[src/logic/ifu_pkg.sv]
// rv32i base encodings only with no compressed forms and no csr or system opcodes
package ifu_pkg;

    // datapath widths
    localparam int XLEN = 32;  // address and register width
    localparam int ILEN = 32;  // uncompressed instructions only

    // first fetch address out of reset
    localparam logic [XLEN-1:0] RESET_PC = 32'h0000_0000;

    // control transfer opcodes in inst[6:0]
    localparam logic [6:0] OPC_BRANCH = 7'b110_0011;  // beq .. bgeu
    localparam logic [6:0] OPC_JAL    = 7'b110_1111;  // pc relative jump
    localparam logic [6:0] OPC_JALR   = 7'b110_0111;  // register indirect jump

    // branch conditions in inst[14:12]
    // 3'b010 and 3'b011 are reserved and never taken
    localparam logic [2:0] F3_BEQ  = 3'b000;
    localparam logic [2:0] F3_BNE  = 3'b001;
    localparam logic [2:0] F3_BLT  = 3'b100;  // signed
    localparam logic [2:0] F3_BGE  = 3'b101;  // signed
    localparam logic [2:0] F3_BLTU = 3'b110;
    localparam logic [2:0] F3_BGEU = 3'b111;

    // addi x0, x0, 0
    // written into the decode register on a flush
    localparam logic [ILEN-1:0] INST_NOP = 32'h0000_0013;

endpackage

[src/logic/sbpu.sv]
// predicts backward branches and jal as taken and never predicts jalr so fetch waits on bru
`timescale 1ns/100ps

module sbpu (
    input  logic                     clk,
    input  logic                     rst_n,
    input  logic [ifu_pkg::ILEN-1:0] inst_i,           // instruction from memory
    input  logic                     inst_valid_i,     // qualified fetch fire
    input  logic [ifu_pkg::XLEN-1:0] pc_i,             // pc of inst_i
    input  logic                     jalr_executed_i,  // jalr resolved in decode
    output logic                     branch_taken_o,   // take branch_addr_o next
    output logic [ifu_pkg::XLEN-1:0] branch_addr_o,    // predicted target
    output logic                     is_pred_branch_o, // cond branch predicted taken
    output logic                     wait_for_jalr_o   // fetch blocked until jalr resolves
);
    import ifu_pkg::*;

    logic [6:0]      opcode;
    logic            is_branch;
    logic            is_jal;
    logic            is_jalr;
    logic [XLEN-1:0] b_imm;
    logic [XLEN-1:0] j_imm;
    logic            pred_branch;
    logic            pred_jal;
    logic            wait_q;

    // opcode decode for the three control types
    assign opcode    = inst_i[6:0];
    assign is_branch = (opcode == OPC_BRANCH);
    assign is_jal    = (opcode == OPC_JAL);
    assign is_jalr   = (opcode == OPC_JALR);

    // b-type immediate with bit 0 always zero
    assign b_imm = {{20{inst_i[31]}}, inst_i[7], inst_i[30:25], inst_i[11:8], 1'b0};
    // j-type immediate
    assign j_imm = {{12{inst_i[31]}}, inst_i[19:12], inst_i[20], inst_i[30:21], 1'b0};

    // backward taken, forward not taken
    assign pred_branch = inst_valid_i & is_branch & b_imm[XLEN-1];
    assign pred_jal    = inst_valid_i & is_jal;   // jal target is known so always taken

    assign branch_taken_o   = pred_branch | pred_jal;
    assign is_pred_branch_o = pred_branch;        // travels with the inst into decode

    // one target adder shared by branch and jal
    assign branch_addr_o = pc_i + (is_branch ? b_imm : j_imm);

    // jalr wait flag
    // jalr needs rs1 which is only read in decode
    // set one cycle after the jalr fires, cleared one cycle after bru resolves it
    always_ff @(posedge clk or negedge rst_n) begin
        if (!rst_n) begin
            wait_q <= 1'b0;
        end else if (inst_valid_i && is_jalr) begin
            wait_q <= 1'b1;
        end else if (jalr_executed_i) begin
            wait_q <= 1'b0;
        end
    end

    assign wait_for_jalr_o = wait_q;

endmodule

[src/logic/pc_gen.sv]
// fetch answer must arrive in the same cycle as the request and a redirect drops that answer
`timescale 1ns/100ps

module pc_gen (
    input  logic                     clk,
    input  logic                     rst_n,
    input  logic                     inst_valid_i,   // memory answer valid
    input  logic                     stall_i,        // freeze fetch
    input  logic                     wait_jalr_i,    // jalr pending in sbpu
    input  logic                     pred_taken_i,   // static prediction
    input  logic [ifu_pkg::XLEN-1:0] pred_addr_i,
    input  logic                     redirect_i,     // correction from bru
    input  logic [ifu_pkg::XLEN-1:0] redirect_pc_i,
    output logic [ifu_pkg::XLEN-1:0] pc_o,           // fetch address
    output logic                     fetch_req_o,
    output logic                     fetch_fire_o    // only qualified valid downstream
);
    import ifu_pkg::*;

    logic [XLEN-1:0] pc_q;
    logic [XLEN-1:0] pc_next;
    logic            req;
    logic            fire;

    // no request while frozen or while waiting on a jalr target
    assign req = ~wait_jalr_i & ~stall_i;

    // answer accepted only while requested
    // wrong-path answer in a redirect cycle is dropped here
    assign fire = inst_valid_i & req & ~redirect_i;

    // next pc in priority order
    always_comb begin
        if (redirect_i) begin
            pc_next = redirect_pc_i;           // bru correction
        end else if (stall_i || !fire) begin
            pc_next = pc_q;                    // nothing taken this cycle
        end else if (pred_taken_i) begin
            pc_next = pred_addr_i;             // predicted target
        end else begin
            pc_next = pc_q + XLEN'(4);         // sequential
        end
    end

    always_ff @(posedge clk or negedge rst_n) begin
        if (!rst_n) begin
            pc_q <= RESET_PC;
        end else begin
            pc_q <= pc_next;
        end
    end

    assign pc_o         = pc_q;
    assign fetch_req_o  = req;
    assign fetch_fire_o = fire;

endmodule

[src/logic/if_id_reg.sv]
// single entry decode register where flush beats capture and stall holds every field
`timescale 1ns/100ps

module if_id_reg (
    input  logic                     clk,
    input  logic                     rst_n,
    input  logic                     fire_i,   // fetch accepted this cycle
    input  logic                     stall_i,  // hold contents
    input  logic                     flush_i,  // redirect from bru
    input  logic [ifu_pkg::ILEN-1:0] inst_i,
    input  logic [ifu_pkg::XLEN-1:0] pc_i,
    input  logic                     pred_i,   // predicted taken flag
    output logic [ifu_pkg::ILEN-1:0] inst_o,
    output logic [ifu_pkg::XLEN-1:0] pc_o,
    output logic                     pred_o,
    output logic                     valid_o
);
    import ifu_pkg::*;

    logic            valid_q;
    logic [ILEN-1:0] inst_q;
    logic [XLEN-1:0] pc_q;
    logic            pred_q;

    // valid bit
    always_ff @(posedge clk or negedge rst_n) begin
        if (!rst_n) begin
            valid_q <= 1'b0;
        end else if (flush_i) begin
            valid_q <= 1'b0;           // wrong path gone
        end else if (!stall_i) begin
            valid_q <= fire_i;         // empty bubble when nothing fired
        end
    end

    // payload only meaningful while valid_q is set
    always_ff @(posedge clk) begin
        if (flush_i) begin
            inst_q <= INST_NOP;
            pred_q <= 1'b0;
        end else if (!stall_i && fire_i) begin
            inst_q <= inst_i;
            pc_q   <= pc_i;
            pred_q <= pred_i;
        end
    end

    assign inst_o  = inst_q;
    assign pc_o    = pc_q;
    assign pred_o  = pred_q;
    assign valid_o = valid_q;

endmodule

[src/logic/bru.sv]
// resolves only conditional branches and jalr in decode where operands come from outside
`timescale 1ns/100ps

module bru (
    input  logic [ifu_pkg::ILEN-1:0] inst_i,         // instruction in decode
    input  logic [ifu_pkg::XLEN-1:0] pc_i,
    input  logic                     pred_i,         // static taken flag
    input  logic                     valid_i,
    input  logic                     stall_i,        // no resolution while frozen
    input  logic [ifu_pkg::XLEN-1:0] rs1_i,
    input  logic [ifu_pkg::XLEN-1:0] rs2_i,
    output logic                     redirect_o,
    output logic [ifu_pkg::XLEN-1:0] redirect_pc_o,
    output logic                     jalr_done_o     // releases the sbpu wait
);
    import ifu_pkg::*;

    logic [6:0]      opcode;
    logic [2:0]      funct3;
    logic            active;
    logic            is_branch;
    logic            is_jalr;
    logic [XLEN-1:0] b_imm;
    logic [XLEN-1:0] i_imm;
    logic            eq;
    logic            lt_s;
    logic            lt_u;
    logic            taken;
    logic            mispredict;
    logic [XLEN-1:0] branch_target;
    logic [XLEN-1:0] jalr_sum;

    assign opcode = inst_i[6:0];
    assign funct3 = inst_i[14:12];

    // resolve only a live, unfrozen instruction
    assign active    = valid_i & ~stall_i;
    assign is_branch = active & (opcode == OPC_BRANCH);
    assign is_jalr   = active & (opcode == OPC_JALR);   // jal was fully handled in fetch

    assign b_imm = {{20{inst_i[31]}}, inst_i[7], inst_i[30:25], inst_i[11:8], 1'b0};
    assign i_imm = {{20{inst_i[31]}}, inst_i[31:20]};

    // comparators shared by all six conditions
    assign eq   = (rs1_i == rs2_i);
    assign lt_s = ($signed(rs1_i) < $signed(rs2_i));
    assign lt_u = (rs1_i < rs2_i);

    always_comb begin
        case (funct3)
            F3_BEQ:  taken = eq;
            F3_BNE:  taken = ~eq;
            F3_BLT:  taken = lt_s;
            F3_BGE:  taken = ~lt_s;
            F3_BLTU: taken = lt_u;
            F3_BGEU: taken = ~lt_u;
            default: taken = 1'b0;               // reserved encodings fall through
        endcase
    end

    // actual outcome against static guess
    assign mispredict = is_branch & (taken != pred_i);

    // correct path for the branch
    assign branch_target = taken ? (pc_i + b_imm) : (pc_i + XLEN'(4));

    // jalr target with the lsb cleared
    assign jalr_sum = rs1_i + i_imm;

    always_comb begin
        redirect_pc_o = branch_target;
        if (is_jalr) begin
            redirect_pc_o = {jalr_sum[XLEN-1:1], 1'b0};
        end
    end

    // jalr is never predicted so it always redirects
    assign redirect_o  = mispredict | is_jalr;
    assign jalr_done_o = is_jalr;

endmodule

[src/logic/ifu_top.sv]
// fetch front end only and the instruction memory must answer combinationally on fetch_pc_o
`timescale 1ns/100ps

module ifu_top (
    input  logic                     clk,
    input  logic                     rst_n,
    // fetch side
    output logic [ifu_pkg::XLEN-1:0] fetch_pc_o,
    output logic                     fetch_req_o,
    input  logic [ifu_pkg::ILEN-1:0] inst_i,
    input  logic                     inst_valid_i,   // only seen while fetch_req_o is high
    input  logic                     stall_i,        // freezes fetch and decode
    // operands for the instruction in decode
    input  logic [ifu_pkg::XLEN-1:0] rs1_i,
    input  logic [ifu_pkg::XLEN-1:0] rs2_i,
    // decode stage
    output logic [ifu_pkg::ILEN-1:0] id_inst_o,
    output logic [ifu_pkg::XLEN-1:0] id_pc_o,
    output logic                     id_valid_o,
    // fetch correction
    output logic                     redirect_o,
    output logic [ifu_pkg::XLEN-1:0] redirect_pc_o
);
    import ifu_pkg::*;

    logic [XLEN-1:0] pc;             // current fetch pc
    logic            fetch_fire;     // accepted fetch
    logic            branch_taken;
    logic [XLEN-1:0] branch_addr;
    logic            is_pred_branch;
    logic            wait_for_jalr;
    logic            id_pred;        // prediction flag in decode
    logic            redirect;
    logic [XLEN-1:0] redirect_pc;
    logic            jalr_done;

    pc_gen u_pc_gen (
        .clk           (clk),
        .rst_n         (rst_n),
        .inst_valid_i  (inst_valid_i),
        .stall_i       (stall_i),
        .wait_jalr_i   (wait_for_jalr),
        .pred_taken_i  (branch_taken),
        .pred_addr_i   (branch_addr),
        .redirect_i    (redirect),
        .redirect_pc_i (redirect_pc),
        .pc_o          (pc),
        .fetch_req_o   (fetch_req_o),
        .fetch_fire_o  (fetch_fire)
    );

    // predictor sees the instruction only when fetch fired
    sbpu u_sbpu (
        .clk              (clk),
        .rst_n            (rst_n),
        .inst_i           (inst_i),
        .inst_valid_i     (fetch_fire),
        .pc_i             (pc),
        .jalr_executed_i  (jalr_done),
        .branch_taken_o   (branch_taken),
        .branch_addr_o    (branch_addr),
        .is_pred_branch_o (is_pred_branch),
        .wait_for_jalr_o  (wait_for_jalr)
    );

    if_id_reg u_if_id_reg (
        .clk     (clk),
        .rst_n   (rst_n),
        .fire_i  (fetch_fire),
        .stall_i (stall_i),
        .flush_i (redirect),       // wrong path out of decode
        .inst_i  (inst_i),
        .pc_i    (pc),
        .pred_i  (is_pred_branch),
        .inst_o  (id_inst_o),
        .pc_o    (id_pc_o),
        .pred_o  (id_pred),
        .valid_o (id_valid_o)
    );

    bru u_bru (
        .inst_i        (id_inst_o),
        .pc_i          (id_pc_o),
        .pred_i        (id_pred),
        .valid_i       (id_valid_o),
        .stall_i       (stall_i),
        .rs1_i         (rs1_i),
        .rs2_i         (rs2_i),
        .redirect_o    (redirect),
        .redirect_pc_o (redirect_pc),
        .jalr_done_o   (jalr_done)
    );

    assign fetch_pc_o    = pc;
    assign redirect_o    = redirect;
    assign redirect_pc_o = redirect_pc;

endmodule

[config.mk]
export PLATFORM = sky130hd
export DESIGN_NAME = ifu_top
export DESIGN_NICKNAME = d
export VERILOG_FILES = /design/src/logic/ifu_pkg.sv /design/src/logic/sbpu.sv /design/src/logic/pc_gen.sv /design/src/logic/if_id_reg.sv /design/src/logic/bru.sv /design/src/logic/ifu_top.sv
export SDC_FILE = /design/constraint.sdc
export NUM_CORES = 1
export LEC_CHECK = 0
export BUFFER_PORTS_ARGS = -buffer_cell sky130_fd_sc_hd__buf_2
export CAP_MARGIN = 20
export CORE_AREA = 2 2 213 215
export DETAILED_ROUTE_END_ITERATION = 6
export DIE_AREA = 0 0 215 217
export SYNTH_ARGS = -nofsm -noshare
export SYNTH_HDL_FRONTEND = slang
export SYNTH_SLANG_ARGS = --single-unit
[constraint.sdc]
create_clock -name clk -period 4.8 [get_ports clk]
set_clock_uncertainty 0.1 [all_clocks]
set_input_delay 0.24 -clock clk [delete_from_list [all_inputs] [get_ports clk]]
set_output_delay 0.24 -clock clk [all_outputs]
set_load 0.02 [all_outputs]
---- Yosys cells after proc, flatten, opt, wreduce, memory -nomap -nowiden ----
Index checks and enable logic that the tools add are counted.
Widths: inputs -> output; s select.
word-level totals
  output and inout port bits .............. 131
  ROM bits ................................ 0
  RAM bits ................................ 0
  logic and storage cells ................. 64
  bits in latches ......................... 0
  memories kept ........................... 0
  register bits ........................... 99
  input port bits ......................... 100
operators by class
  $add $sub $neg .......................... 5
  bitwise logic cells ..................... 18
  divide/modulo/power cells ............... 0
  magnitude comparators ................... 2
  multiply operators ...................... 0
  muxes and demuxes ....................... 11
  reductions and logical operators ........ 8
  eq/ne operators ......................... 14
  shifts and indexed selects .............. 0
operators with widths
  kind                   count
  $mux 32                5
  $add 32x32->32         3
  $add 32x3->32 const B  2
  $lt 32x32->1           2
  $eq 7x7->1 const B     5
  $eq 32x32->1           1
  $mux 20                1
  $eq 3x3->1 const B     4
  $and 1x1->1            10
  $not 1->1              6
  $pmux 1 s6             1
  $mux 1                 4
  $ne 2x1->1 const B     2
  $eq 3x1->1 const B     1
  $logic_not 3->1        1
  $logic_and 1x1->1      2
  $logic_not 1->1        2
  $or 1x1->1             2
  $reduce_and 2->1       1
  $reduce_bool 2->1      1
  $logic_or 1x1->1       1
  $ne 1x1->1             1

---- Logic depth before layout (Yosys ltp) ----
Gate-level depths: netlist of the first run.
  word-level depth ........................ 14
  depth in mapped cells ................... 18
  gate-level depth less buffers ........... 17

---- Cells and area by module ----
From an unflattened synthesis of the first run, not the netlist that was laid out.
second synthesis, totals
  cell total of the unflattened synthesis .. 1498
  area total of the unflattened synthesis .. 12192.9 µm²
by module, submodules not included
  module     cells each  area each (µm²)  times used  seq. area each (µm²)
  bru        747         5071.1           1           0.0
  if_id_reg  187         2720.1           1           1646.6
  pc_gen     310         2514.9           1           800.8
  sbpu       254         1886.8           1           25.0

---- Worst setup path before layout of the first run ----
No wires, ideal clock.
  path kind ............................... input to register
  from .................................... input inst_i[1] (netlist bit)
  to ...................................... register u_pc_gen.pc_q[27], in the netlist u_pc_gen.pc_o[27]
  data required time ...................... 4.575 ns
  arrival ................................. 4.111 ns
  library setup time ...................... 0.125 ns
  slack ................................... 0.464 ns
  stages on the path ...................... 18
  path buffers ............................ 1
  path through ............................ nor2b_1 > nand4_1 > nor3_1 > clkbuf_1 > mux2_2 > ha_1 > fa_1 > a211oi_1 > o21ai_0 > nand4_1 > o211a_1 > o21ai_0 > a31oi_1 > o21bai_1 > a21oi_1 > xor2_1 > a221oi_1 > mux2_2
between the ends
  cells in the longest elaborated chain, start to end .. 7
  elaborated cells between the ends (all ways) .. 11
  classes of those cells .................. add/sub (1); eq/ne (2); mux (4); bitwise (4)
RTL lines
  what                                                    RTL line       text
  start, declared                                         ifu_top.sv:10  input logic [ifu_pkg::ILEN-1:0] inst_i,
  branches (longest 4 deep; another with $add 32x32->32)  -
  $mux 32 (*)                                             pc_gen.sv:38   end else if (pred_taken_i) begin
  $mux 32 (*)                                             pc_gen.sv:36   end else if (stall_i || !fire) begin
  $mux 32 (*)                                             pc_gen.sv:34   if (redirect_i) begin
  end signal, assigned                                    pc_gen.sv:49   pc_q <= pc_next;
  end, declared                                           pc_gen.sv:20   logic [XLEN-1:0] pc_q;
Mark *: on every way between the ends. The select of a mux whose other input is x is not followed.
A chain may end at the register's enable or synchronous reset.

---- Final worst setup path of the first run ----
  from .................................... register u_if_id_reg.pc_q[10], in the netlist u_if_id_reg.pc_o[10]
  to ...................................... output redirect_pc_o[31] (netlist bit)
between the ends
  cells in the longest elaborated chain, start to end .. 3
  elaborated cells between the ends (all ways) .. 4
  classes of those cells .................. add/sub (2); mux (2)
RTL lines
  what                                                    RTL line         text
  start, declared                                         if_id_reg.sv:22  logic [XLEN-1:0] pc_q;
  start signal, assigned                                  if_id_reg.sv:43  pc_q <= pc_i;
  $add 32x3->32 / $add 32x32->32 (equally long branches)  bru.sv:65        assign branch_target = taken ? (pc_i + b_imm) : (pc_i + XLEN'(4));
  $mux 32 (*)                                             bru.sv:65
  $mux 32 (*)                                             bru.sv:72        if (is_jalr) begin
  end, declared                                           ifu_top.sv:22    output logic [ifu_pkg::XLEN-1:0] redirect_pc_o
Mark *: on every way between the ends. The rest lies on a longest branch, timed or not.

==> impl_metrics.ini, run 1 <==
[outcome]
status = finished, final reports clean

[worst_setup_path]
worst_setup_path_end_kind = primary output
critPathLaunchType = register
worstPathRequired_ns = 4.46
crit_fanout = 6
worstPathCellList = ha_1 > a21o_1 > a221oi_1 > o211ai_2 > o21ai_1 > nor3_1 > o41a_1 > mux2i_1 > o41ai_1 > o21a_1 > xor2_1 > a21oi_1 > buf_2
critPathSlowestCell = edfxtp_1
worstSetupPathType = reg2out
cp.arrival_ns = 4.21
path_buf_inv = 1
path_delay_family = compound AO/OA/AOI/OAI gates
cp_slowest_stage_delay_ns = 0.48

[power_and_ir_drop]
clock_power_share = 0.169
p_seq_frac = 0.285
vdd_drop_max_mv = 0.174
switching_share = 0.472
leakagePower_uw = 0.00600
power_frac_comb = 0.546
p_sw_uw = 2040
powerDensity_nw_per_um2 = 328
cellInternalPower_uw = 2280

[layout]
most-common-layout-cells = buf_2 (230), nand2_1 (201), a21oi_1 (149), ha_1 (124), nor2_1 (107)
antennaDiodeCount = 0
final_common_cell = buf_2
areaGrowthSynthToFinish_pct = 19.8
utilization = 0.294
final_nets = 1872
drive_above_1_share = 0.185

[timing]
drv_slew = 0
layout_min_cycle_time_ns = 4.55
finalHoldViolCount = 0
rsz0062_at_grt = false
slew_headroom = 0.335
max_freq_mhz = 220
finalSetupTns_ns = 0
finalSetupViolCount = 0
worst-slew-pin-transition_ns = 0.988
finalCritPeriodShare = 0.948

[clock_network]
cts-root-buf = clkbuf_16
clock_path_buffers = 2
clk_latency_ns = 0.37
cts_tree = built
numCtsBuffers = 9
clkTransAtPathRegs_ns = 0.07
clock-sinks = 99
htreeDepth = 3

[synth]
postSynthAreaPerCell_um2 = 7.68
synth_flop_cell = dfrtp_1
synth_nets = 1655
synth_edf_count = 32
netlist_area_um2 = 11000
yosysSeqAreaShare = 0.225
yosysUniqueCellTypes = 85
syn-instance-count = 1428
ys_ff_latch = 99
ys_warn_count = 0
async_reset_ff_frac = 0.343

[global_routing]
track_usage = 0.175
grt_first_pass_wirelength_um = 63500
globalRouteOverflowTotal = 0
first_global_vias = 11000
grt_max_degree = 48
antenna_found_initial = 5

[die]
core_um2 = 44700
io-pin-count = 231
dieArea_um2 = 46700
die_height_um = 217
rows = 78
start_util = 0.245
die_w_um = 215

[routing]
via_count = 11500
wl_per_cell_um = 18.7
routed_via_density = 5.13
antenna_left = 0
drtPass1Iterations = 6
drt_wl_total_um = 42200
route.detailed.drc = 0
drt_iter0_drc = 700

[worst_hold_path]
hold_class = in2reg

[place]
gp_congestion = 0.930
port_buffers = 230
hpwl_um = 34900

[flow_run]
cap_violations = 0
==> power groups by stage <==
| stage | registers (uW) | logic (uW) | clock network [uW] |
|---|---|---|---|
| 2_1_floorplan | 1300 | 1490 | 0 |
| 3_3_place_gp | 1240 | 2290 | 0 |
| 3_5_place_dp | 1250 | 2320 | 0 |
| 4_1_cts | 1230 | 2340 | 746 |
| 5_1_grt | 1250 | 2580 | 776 |
| 6_report | 1230 | 2360 | 732 |
==> flip-flops by register name (all words and copies together), names as in the netlist <==
register                count
u_if_id_reg.inst_o         32
u_if_id_reg.pc_o           32
u_if_id_reg.pred_o          1
u_if_id_reg.valid_o         1
u_pc_gen.pc_o              32
u_sbpu.wait_for_jalr_o      1
==> layout make-up <==
cell class	instances	area [um^2]
fillers	4857	31500
multi-input cells	1220	8070
flip-flops and latches	99	2480
repair buffers	252	1320
well taps	600	751
clock buffers	10	239
inverters	63	236
clock inverters	6	53.8
==> cell usage after synthesis, types with 4 or more instances <==
library cell	count	area, um^2
nand2_1	202	758
a21oi_1	149	746
ha_1	124	1550
nor2_1	108	405
o21ai_0	79	395
inv_1	60	225
xnor2_1	57	499
xor2_1	56	490
a21o_1	49	368
nand3_1	48	240
dfrtp_1	34	851
dfxtp_1	33	661
edfxtp_1	32	961
clkbuf_1	30	113
nor3_1	25	125
nand4_1	22	138
o21ai_1	22	110
o21a_1	21	158
o211ai_1	18	135
nor2b_1	17	106
a31oi_1	16	100
and3_1	14	87.6
nand2b_1	14	87.6
a211oi_1	13	97.6
o21bai_1	12	90.1
buf_2	11	55.1
mux2i_1	11	110
or3_1	10	62.6
mux2_2	9	101
o22ai_1	9	56.3
nor4_1	8	50.1
o31ai_1	8	60.1
and2_1	7	43.8
and4_1	7	61.3
a221oi_1	4	35.0
o221ai_1	4	35.0
or4_1	4	30.0
==> per-stage QoR <==
stage	setup slack (ns)	instances	power, uW	instance area (um^2)	hold slack (ns)
3_3_place_gp	0.385	2233	3540	12800	0.287
4_1_cts	0.134	2250	4310	13100	0.000812
6_report	0.247	2250	4320	13100	0.0145
5_1_grt	0.0135	2250	4610	13100	0.0133
3_5_place_dp	0.327	2233	3570	12800	0.282
2_1_floorplan	0.464	1428	2790	11000	-0.156
==> worst register-to-register path, stage by stage, from the launching register on <==
cell and delay, ns:
edfxtp_1 0.48, ha_1 0.40, a21o_1 0.18, a221oi_1 0.35
o211ai_2 0.19, o21ai_1 0.38, nor3_1 0.15, o41a_1 0.47
mux2i_1 0.15, o41ai_1 0.41, o21a_1 0.25, nor4b_1 0.27
nor4_1 0.08
==> per-layer routing <==
layer	part of all wire	vias to the layer above	track usage
li1	-	5659	-
met1	0.43	5426	0.221
met2	0.46	366	0.295
met3	0.061	78	0.0277
met4	0.039	10	0.0777
met5	0.0016	-	0
==> final timing paths <==
path	from	to	slack, ns	depth (start not counted)
setup reg to reg	u_if_id_reg.pc_o[10]	u_pc_gen.pc_o[31]	0.83	12
hold / removal	inst_i[1]	u_if_id_reg.inst_o[1]	0.01	3
setup / recovery	u_if_id_reg.pc_o[10]	redirect_pc_o[31]	0.25	13
hold reg to reg	u_if_id_reg.inst_o[18]	u_if_id_reg.inst_o[18]	0.36	2
min in group asynchronous	rst_n	u_pc_gen.pc_o[1]	0.42	2
max in group asynchronous	rst_n	u_pc_gen.pc_o[26]	3.62	2
==> cells by family after synthesis <==
| kind of cell | synth area share |
|---|---|
| AND/OR/NAND/NOR | 0.214 |
| AO/OA/AOI/OAI | 0.263 |
| adder cells (fa/ha/maj) | 0.147 |
| XOR/XNOR | 0.0902 |
| buffers and inverters | 0.0399 |
| flip-flops | 0.225 |
| multiplexers | 0.0203 |
==> what timing repair did <==
action | in CTS | in global routing
hold buffers | 1 | 0
endpoints found under the hold margin | 34 | 0
setup buffers | 0 | 0
endpoints found under the setup margin | 0 | 1
resized for setup | 0 | 2
(Power assumes the default switching activity.)
==> run 2, diff against run 1 <==
Settings changed: CORE_AREA 2 2 213 215 to 2 2 224 226, DIE_AREA 0 0 215 217 to 0 0 226 228, SYNTH_HIERARCHICAL from default to 1.
==> run 2 against run 1 <==
Register-to-register slack got worse by 0.26 ns. Critical path depth down 1. Combinational power fell by 74%. Global-route usage up 0.14 points. Sequential cell count stayed put. Sequential power is 27% lower. Hold slack gained 0.040 ns. Critical endpoint is now redirect_pc_o[30].
==> impl_metrics.ini, run 2 <==
[flow_run]
cap_violations = 0

[synth]
synth_top_area_frac = 0.130
netlist_area_um2 = 12200
yosysUniqueCellTypes = 89
synth_edf_count = 32
synth_common_cells = ha_1 (127), a21oi_1 (123), nand2_1 (114)
synth.area.top_cells = ha_1 (13%), edfxtp_1 (7.9%), dfrtp_1 (7.0%)
yosys.area.top_type = ha_1
async_reset_ff_frac = 0.343
postSynthAreaPerCell_um2 = 8.14
ys_warn_count = 6
yosysMostFrequentCell = ha_1
syn-instance-count = 1498
synth_flop_cell = dfrtp_1
yosysSeqAreaShare = 0.203
synth_nets = 1728
ys_ff_latch = 99

[worst_setup_path]
cp.arrival_ns = 4.12
worstPathRequired_ns = 4.46
r2r_cells = 13
crit_fanout = 19
worstPathCellList = buf_4 > ha_1 > and3_1 > nand2_1 > or4_1 > a21oi_1 > o22ai_1 > o2111ai_1 > a41oi_1 > xnor2_1 > o221ai_1 > buf_2
path_buf_inv = 2
r2r-end = u_pc_gen/pc_o[29]
worst_setup_path_end_kind = primary output
r2r_slack_ns = 0.57
rr_startpoint = u_if_id_reg/inst_o[26]
startpoint = u_if_id_reg/inst_o[31]
worstSetupPathType = reg2out
path_delay_family = compound AO/OA/AOI/OAI gates
path_depth = 12
critPathSlowestCell = or4_1
critPathLaunchType = register
cp_slowest_stage_delay_ns = 0.61
crit_end = redirect_pc_o[30]

[layout]
nFillCells = 5279
most-common-layout-cells = buf_2 (230), ha_1 (127), a21oi_1 (122), nand2_1 (114), nor2_1 (86)
final_area_um2 = 14500
final_nets = 1949
ff_latch_area_um2 = 2470
areaGrowthSynthToFinish_pct = 19.3
multiInputGateArea_um2 = 9050
drive_above_1_share = 0.213
final_common_cell = buf_2
utilization = 0.295

[clock_network]
numCtsBuffers = 9
hold_buffers = 1
clock-sinks = 99
cts.repair.resized = 0
cts-root-buf = clkbuf_16
cts_tree = built
clkTransAtPathRegs_ns = 0.09
clock_path_buffers = 2
htreeDepth = 3
clk_latency_ns = 0.37
cts_setup_buffers = 0

[timing]
rsz0062_at_grt = false
slew_headroom = 0.380
finalCritPeriodShare = 0.930
finalHoldViolCount = 0
layout_setup_ws_ns = 0.337
max_freq_mhz = 224
worst-slew-pin-transition_ns = 0.923
finalSetupTns_ns = 0
layout_min_cycle_time_ns = 4.46
drv_slew = 0
finalSetupViolCount = 0

[place]
gp_congestion = 0.906
hpwl_um = 38300
placed_cell_area_um2 = 14200
pre_cts_slack_ns = 0.0768
port_buffers = 230

[routing]
drt_wl_total_um = 47000
route.met3.wl_um = 3000
met2_length_um = 22300
wl_per_cell_um = 19.6
route.detailed.drc = 0
drt_iter0_drc = 1084
drtPass1Iterations = 6
via_count = 12600
routed_via_density = 5.27
drt-met1-wl_um = 20000
antenna_left = 0
top_layer = met5

[worst_hold_path]
hold_class = in2reg

[outcome]
status = finished, final reports clean

[die]
start_util = 0.247
rows = 82
core_um2 = 49300
die_height_um = 228
io-pin-count = 231
dieArea_um2 = 51500
die_w_um = 226

[global_routing]
grt_max_degree = 75
track_usage = 0.177
first_global_vias = 12200
grt_first_pass_wirelength_um = 70700
antenna_found_initial = 9
globalRouteOverflowTotal = 0

[power_and_ir_drop]
leakagePower_uw = 0.00630
powerDensity_nw_per_um2 = 160
vdd_drop_max_mv = 0.163
-- run 2: changes by cell type after synthesis, moves of 13 or more --
cell | before | now
nand2b_1 | 14 | 39
a21oi_1 | 149 | 123
o21ai_2 | 0 | 31
inv_1 | 60 | 73
nand2_1 | 202 | 114
o21ai_1 | 22 | 8
nor2_1 | 108 | 87
nand4_1 | 22 | 49
nand4bb_1 | 0 | 32
-- run 2: worst min path at each step --
stage / startpoint / to / slack [ns] / depth (start not counted)
3_5_place_dp: rst_n / u_if_id_reg/valid_o / 0.32 / 1
4_1_cts: inst_i[12] / u_if_id_reg/inst_o[12] / 0.04 / 3
6_report: inst_i[12] / u_if_id_reg/inst_o[12] / 0.05 / 3
2_1_floorplan: rst_n / u_if_id_reg/valid_o / -0.16 / 0
5_1_grt: inst_i[12] / u_if_id_reg/inst_o[12] / 0.06 / 3
3_3_place_gp: rst_n / u_pc_gen/pc_o[0] / 0.31 / 1
-- run 2: cells by family after synthesis --
family          after synthesis  share of synthesized area
compound gates              478                      0.264
simple gates                515                      0.241
flops                        99                      0.203
mux                          26                     0.0221
xor+xnor                    106                     0.0761
fa+ha+maj                   130                      0.135
buf+inv                     144                     0.0584
-- run 2: cell type report --
cell class                      instances  share of cell area
Multi-Input combinational cell       1255               0.622
Sequential cell                        99               0.170
Timing Repair Buffer                  280               0.108
Tap cell                              672              0.0578
Inverter                               74              0.0191
Clock buffer                            9              0.0155
Clock inverter                          7             0.00705
Antenna cell                            6             0.00103
-- run 2: layer usage --
layer	up-vias	global-route usage
met5	-	0
met4	4	0.0668
met3	81	0.0298
met2	463	0.301
met1	5992	0.221
li1	6107	-
-- run 2: worst min-delay path, delay by kind of cell --
| kind | cells | cell delay, ns |
|---|---|---|
| AOI/OAI and AO/OA | 1 | 0.06 |
| and+or+nand+nor | 1 | 0.11 |
| buffers and inverters | 1 | 0.09 |
-- run 2: stage by stage --
stage | hold WS (ns) | total power (uW) | cells
floorplan | -0.156 | 1310 | 1498
detailed placement | 0.316 | 1530 | 2379
finish | 0.0541 | 2330 | 2402
global route | 0.0586 | 2440 | 2399
global placement | 0.307 | 1530 | 2379
CTS | 0.0449 | 2340 | 2396
-- run 2: power by group --
part	switching, uW	total (uW)	leakage (uW)	internal, uW
Clock	382	806	0.000160	424
Sequential	23.7	900	0.000933	876
Combinational	374	622	0.00521	248
Total	779	2330	0.00630	1550
==> run 3, diff against run 2 <==
Settings changed: CORE_AREA 2 2 224 226 to 2 2 190 267, DIE_AREA 0 0 226 228 to 0 0 192 269.
==> run 3 against run 2 <==
Power fell by 1.2%. Count of clock-buffer cells in the layout is the same. Via count rose by 0.91%. Sequential share of layout area is 0.15 points lower. Critical path type unchanged.
==> impl_metrics.ini, run 3 (synthesis gave the netlist of run 2 again) <==
[die]
io-pin-count = 231
rows = 97
die_height_um = 269
die_w_um = 192
dieArea_um2 = 51600
start_util = 0.246
core_um2 = 49500

[worst_setup_path]
critPathLaunchType = register
critPathSlowestCell = dfxtp_2
worstPathCellList = buf_4 > ha_1 > and3_1 > and4_1 > o211a_1 > o31a_1 > o211ai_1 > a21bo_2 > a21oi_1 > xnor2_1 > o21ai_0 > buf_2
path_delay_family = compound AO/OA/AOI/OAI gates
worstSetupPathType = reg2out
rr_startpoint = u_if_id_reg/inst_o[31]
r2r-end = u_pc_gen/pc_o[29]
worst_setup_path_end_kind = primary output
worstPathRequired_ns = 4.46
cp.arrival_ns = 4.14
cp_slowest_stage_delay_ns = 0.61
r2r_cells = 13
crit_fanout = 26
path_buf_inv = 2
r2r_slack_ns = 0.54

[timing]
worst-slew-pin-transition_ns = 1.06
finalCritPeriodShare = 0.933
finalSetupTns_ns = 0
layout_setup_ws_ns = 0.322
fin_hold_ws_ns = 0.0405
drv_slew = 0
layout_min_cycle_time_ns = 4.48
finalHoldViolCount = 0
finalSetupViolCount = 0
max_freq_mhz = 223
rsz0062_at_grt = false
slew_headroom = 0.288

[place]
placed_cell_area_um2 = 14300
hpwl_um = 40000
gp_congestion = 0.903
pre_cts_slack_ns = 0.00637
port_buffers = 230

[layout]
areaGrowthSynthToFinish_pct = 20.4
final_area_um2 = 14700
drive_above_1_share = 0.224
most-common-layout-cells = buf_2 (230), ha_1 (127), a21oi_1 (122), nand2_1 (114), nor2_1 (86)
utilization = 0.296
final_nets = 1973
final_common_cell = buf_2

[global_routing]
use_met1 = 0.198
grt_max_degree = 82
track_usage = 0.181
use_met3 = 0.0186
grt_first_pass_wirelength_um = 71600
use_met2 = 0.336
globalRouteOverflowTotal = 0
antenna_found_initial = 2
grt.busiest_layer = met2
first_global_vias = 12500

[power_and_ir_drop]
cellInternalPower_uw = 1510
leakagePower_uw = 0.00641
powerDensity_nw_per_um2 = 157
clock_power_share = 0.334
switching_share = 0.344
p_sw_uw = 792
power_frac_comb = 0.275
vdd_drop_max_mv = 0.120
p_seq_frac = 0.391

[clock_network]
clkTransAtPathRegs_ns = 0.09
numCtsBuffers = 9
clock_path_buffers = 2
cts-root-buf = clkbuf_16
clock-sinks = 99
cts_tree = built
htreeDepth = 3
clk_latency_ns = 0.37

[routing]
wl_per_cell_um = 20.3
via_count = 12800
drt_wl_total_um = 48600
drt_iter0_drc = 770
routed_via_density = 5.33
drtPass1Iterations = 6
antenna_left = 0
route.detailed.drc = 0

[worst_hold_path]
hold_class = in2reg
min_to = u_if_id_reg/inst_o[1]
hold_start = inst_i[1]
min_path_cells = 3

[flow_run]
cap_violations = 0

[outcome]
status = finished, final reports clean
-- run 3: power groups by stage --
stage          sequential [uW]  clock [uW]  combinational, uW
2_1_floorplan              927           0                382
3_3_place_gp               918           0                621
3_5_place_dp               918           0                630
4_1_cts                    900         784                634
5_1_grt                    902         807                698
6_report                   900         767                633
-- run 3: cell type report --
cell class | count | area (um^2)
flip-flops and latches | 99 | 2470
inverters | 74 | 278
fillers | 5351 | 34800
well taps | 643 | 805
clock buffers | 9 | 225
multi-input cells | 1255 | 9050
clock inverters | 7 | 91.3
diodes | 2 | 5.00
repair buffers | 304 | 1750
-- run 3: worst register-to-register path: stages (launching register included) --
cell and delay (ns):
dfxtp_2 0.61, ha_1 0.38, o21ai_0 0.20, a21oi_1 0.08, a2111oi_1 0.55, a22oi_1 0.25
a21oi_1 0.32, o21bai_1 0.17, mux2_2 0.29, a221oi_1 0.31, o21ai_0 0.29, nand2_1 0.13
o21ai_0 0.07, or3b_1 0.37
-- run 3: worst max path at each step --
stage	from	to	slack [ns]	depth (start not counted)
after CTS	u_if_id_reg/inst_o[31]	redirect_pc_o[31]	0.23	11
after detailed placement	rs1_i[19]	u_pc_gen/pc_o[29]	0.006	18
final	u_if_id_reg/inst_o[31]	redirect_pc_o[29]	0.32	12
after global placement	rs1_i[19]	u_pc_gen/pc_o[27]	0.03	18
after global routing	rs1_i[19]	u_pc_gen/pc_o[29]	0.09	18
after floorplan	rs2_i[19]	u_pc_gen/pc_o[4]	0.02	23
-- run 3: metrics by stage --
step | total power [uW] | cells
finish | 2300 | 2393
global route | 2410 | 2393
CTS | 2320 | 2390
detailed placement | 1550 | 2373
global placement | 1540 | 2373
floorplan | 1310 | 1498
-- run 3: metal layers --
metal	vias to the layer above	wire length [um]
li1	6137	-
met1	6089	18600
met2	419	25100
met3	117	2120
met4	0	2820
met5	-	0
-- run 3: timing repair --
action,4_1_cts,5_1_grt
resized for setup,0,1
hold endpoints to repair,34,0
hold buffers,1,0
setup buffers,0,0
endpoints found under the setup margin,0,1
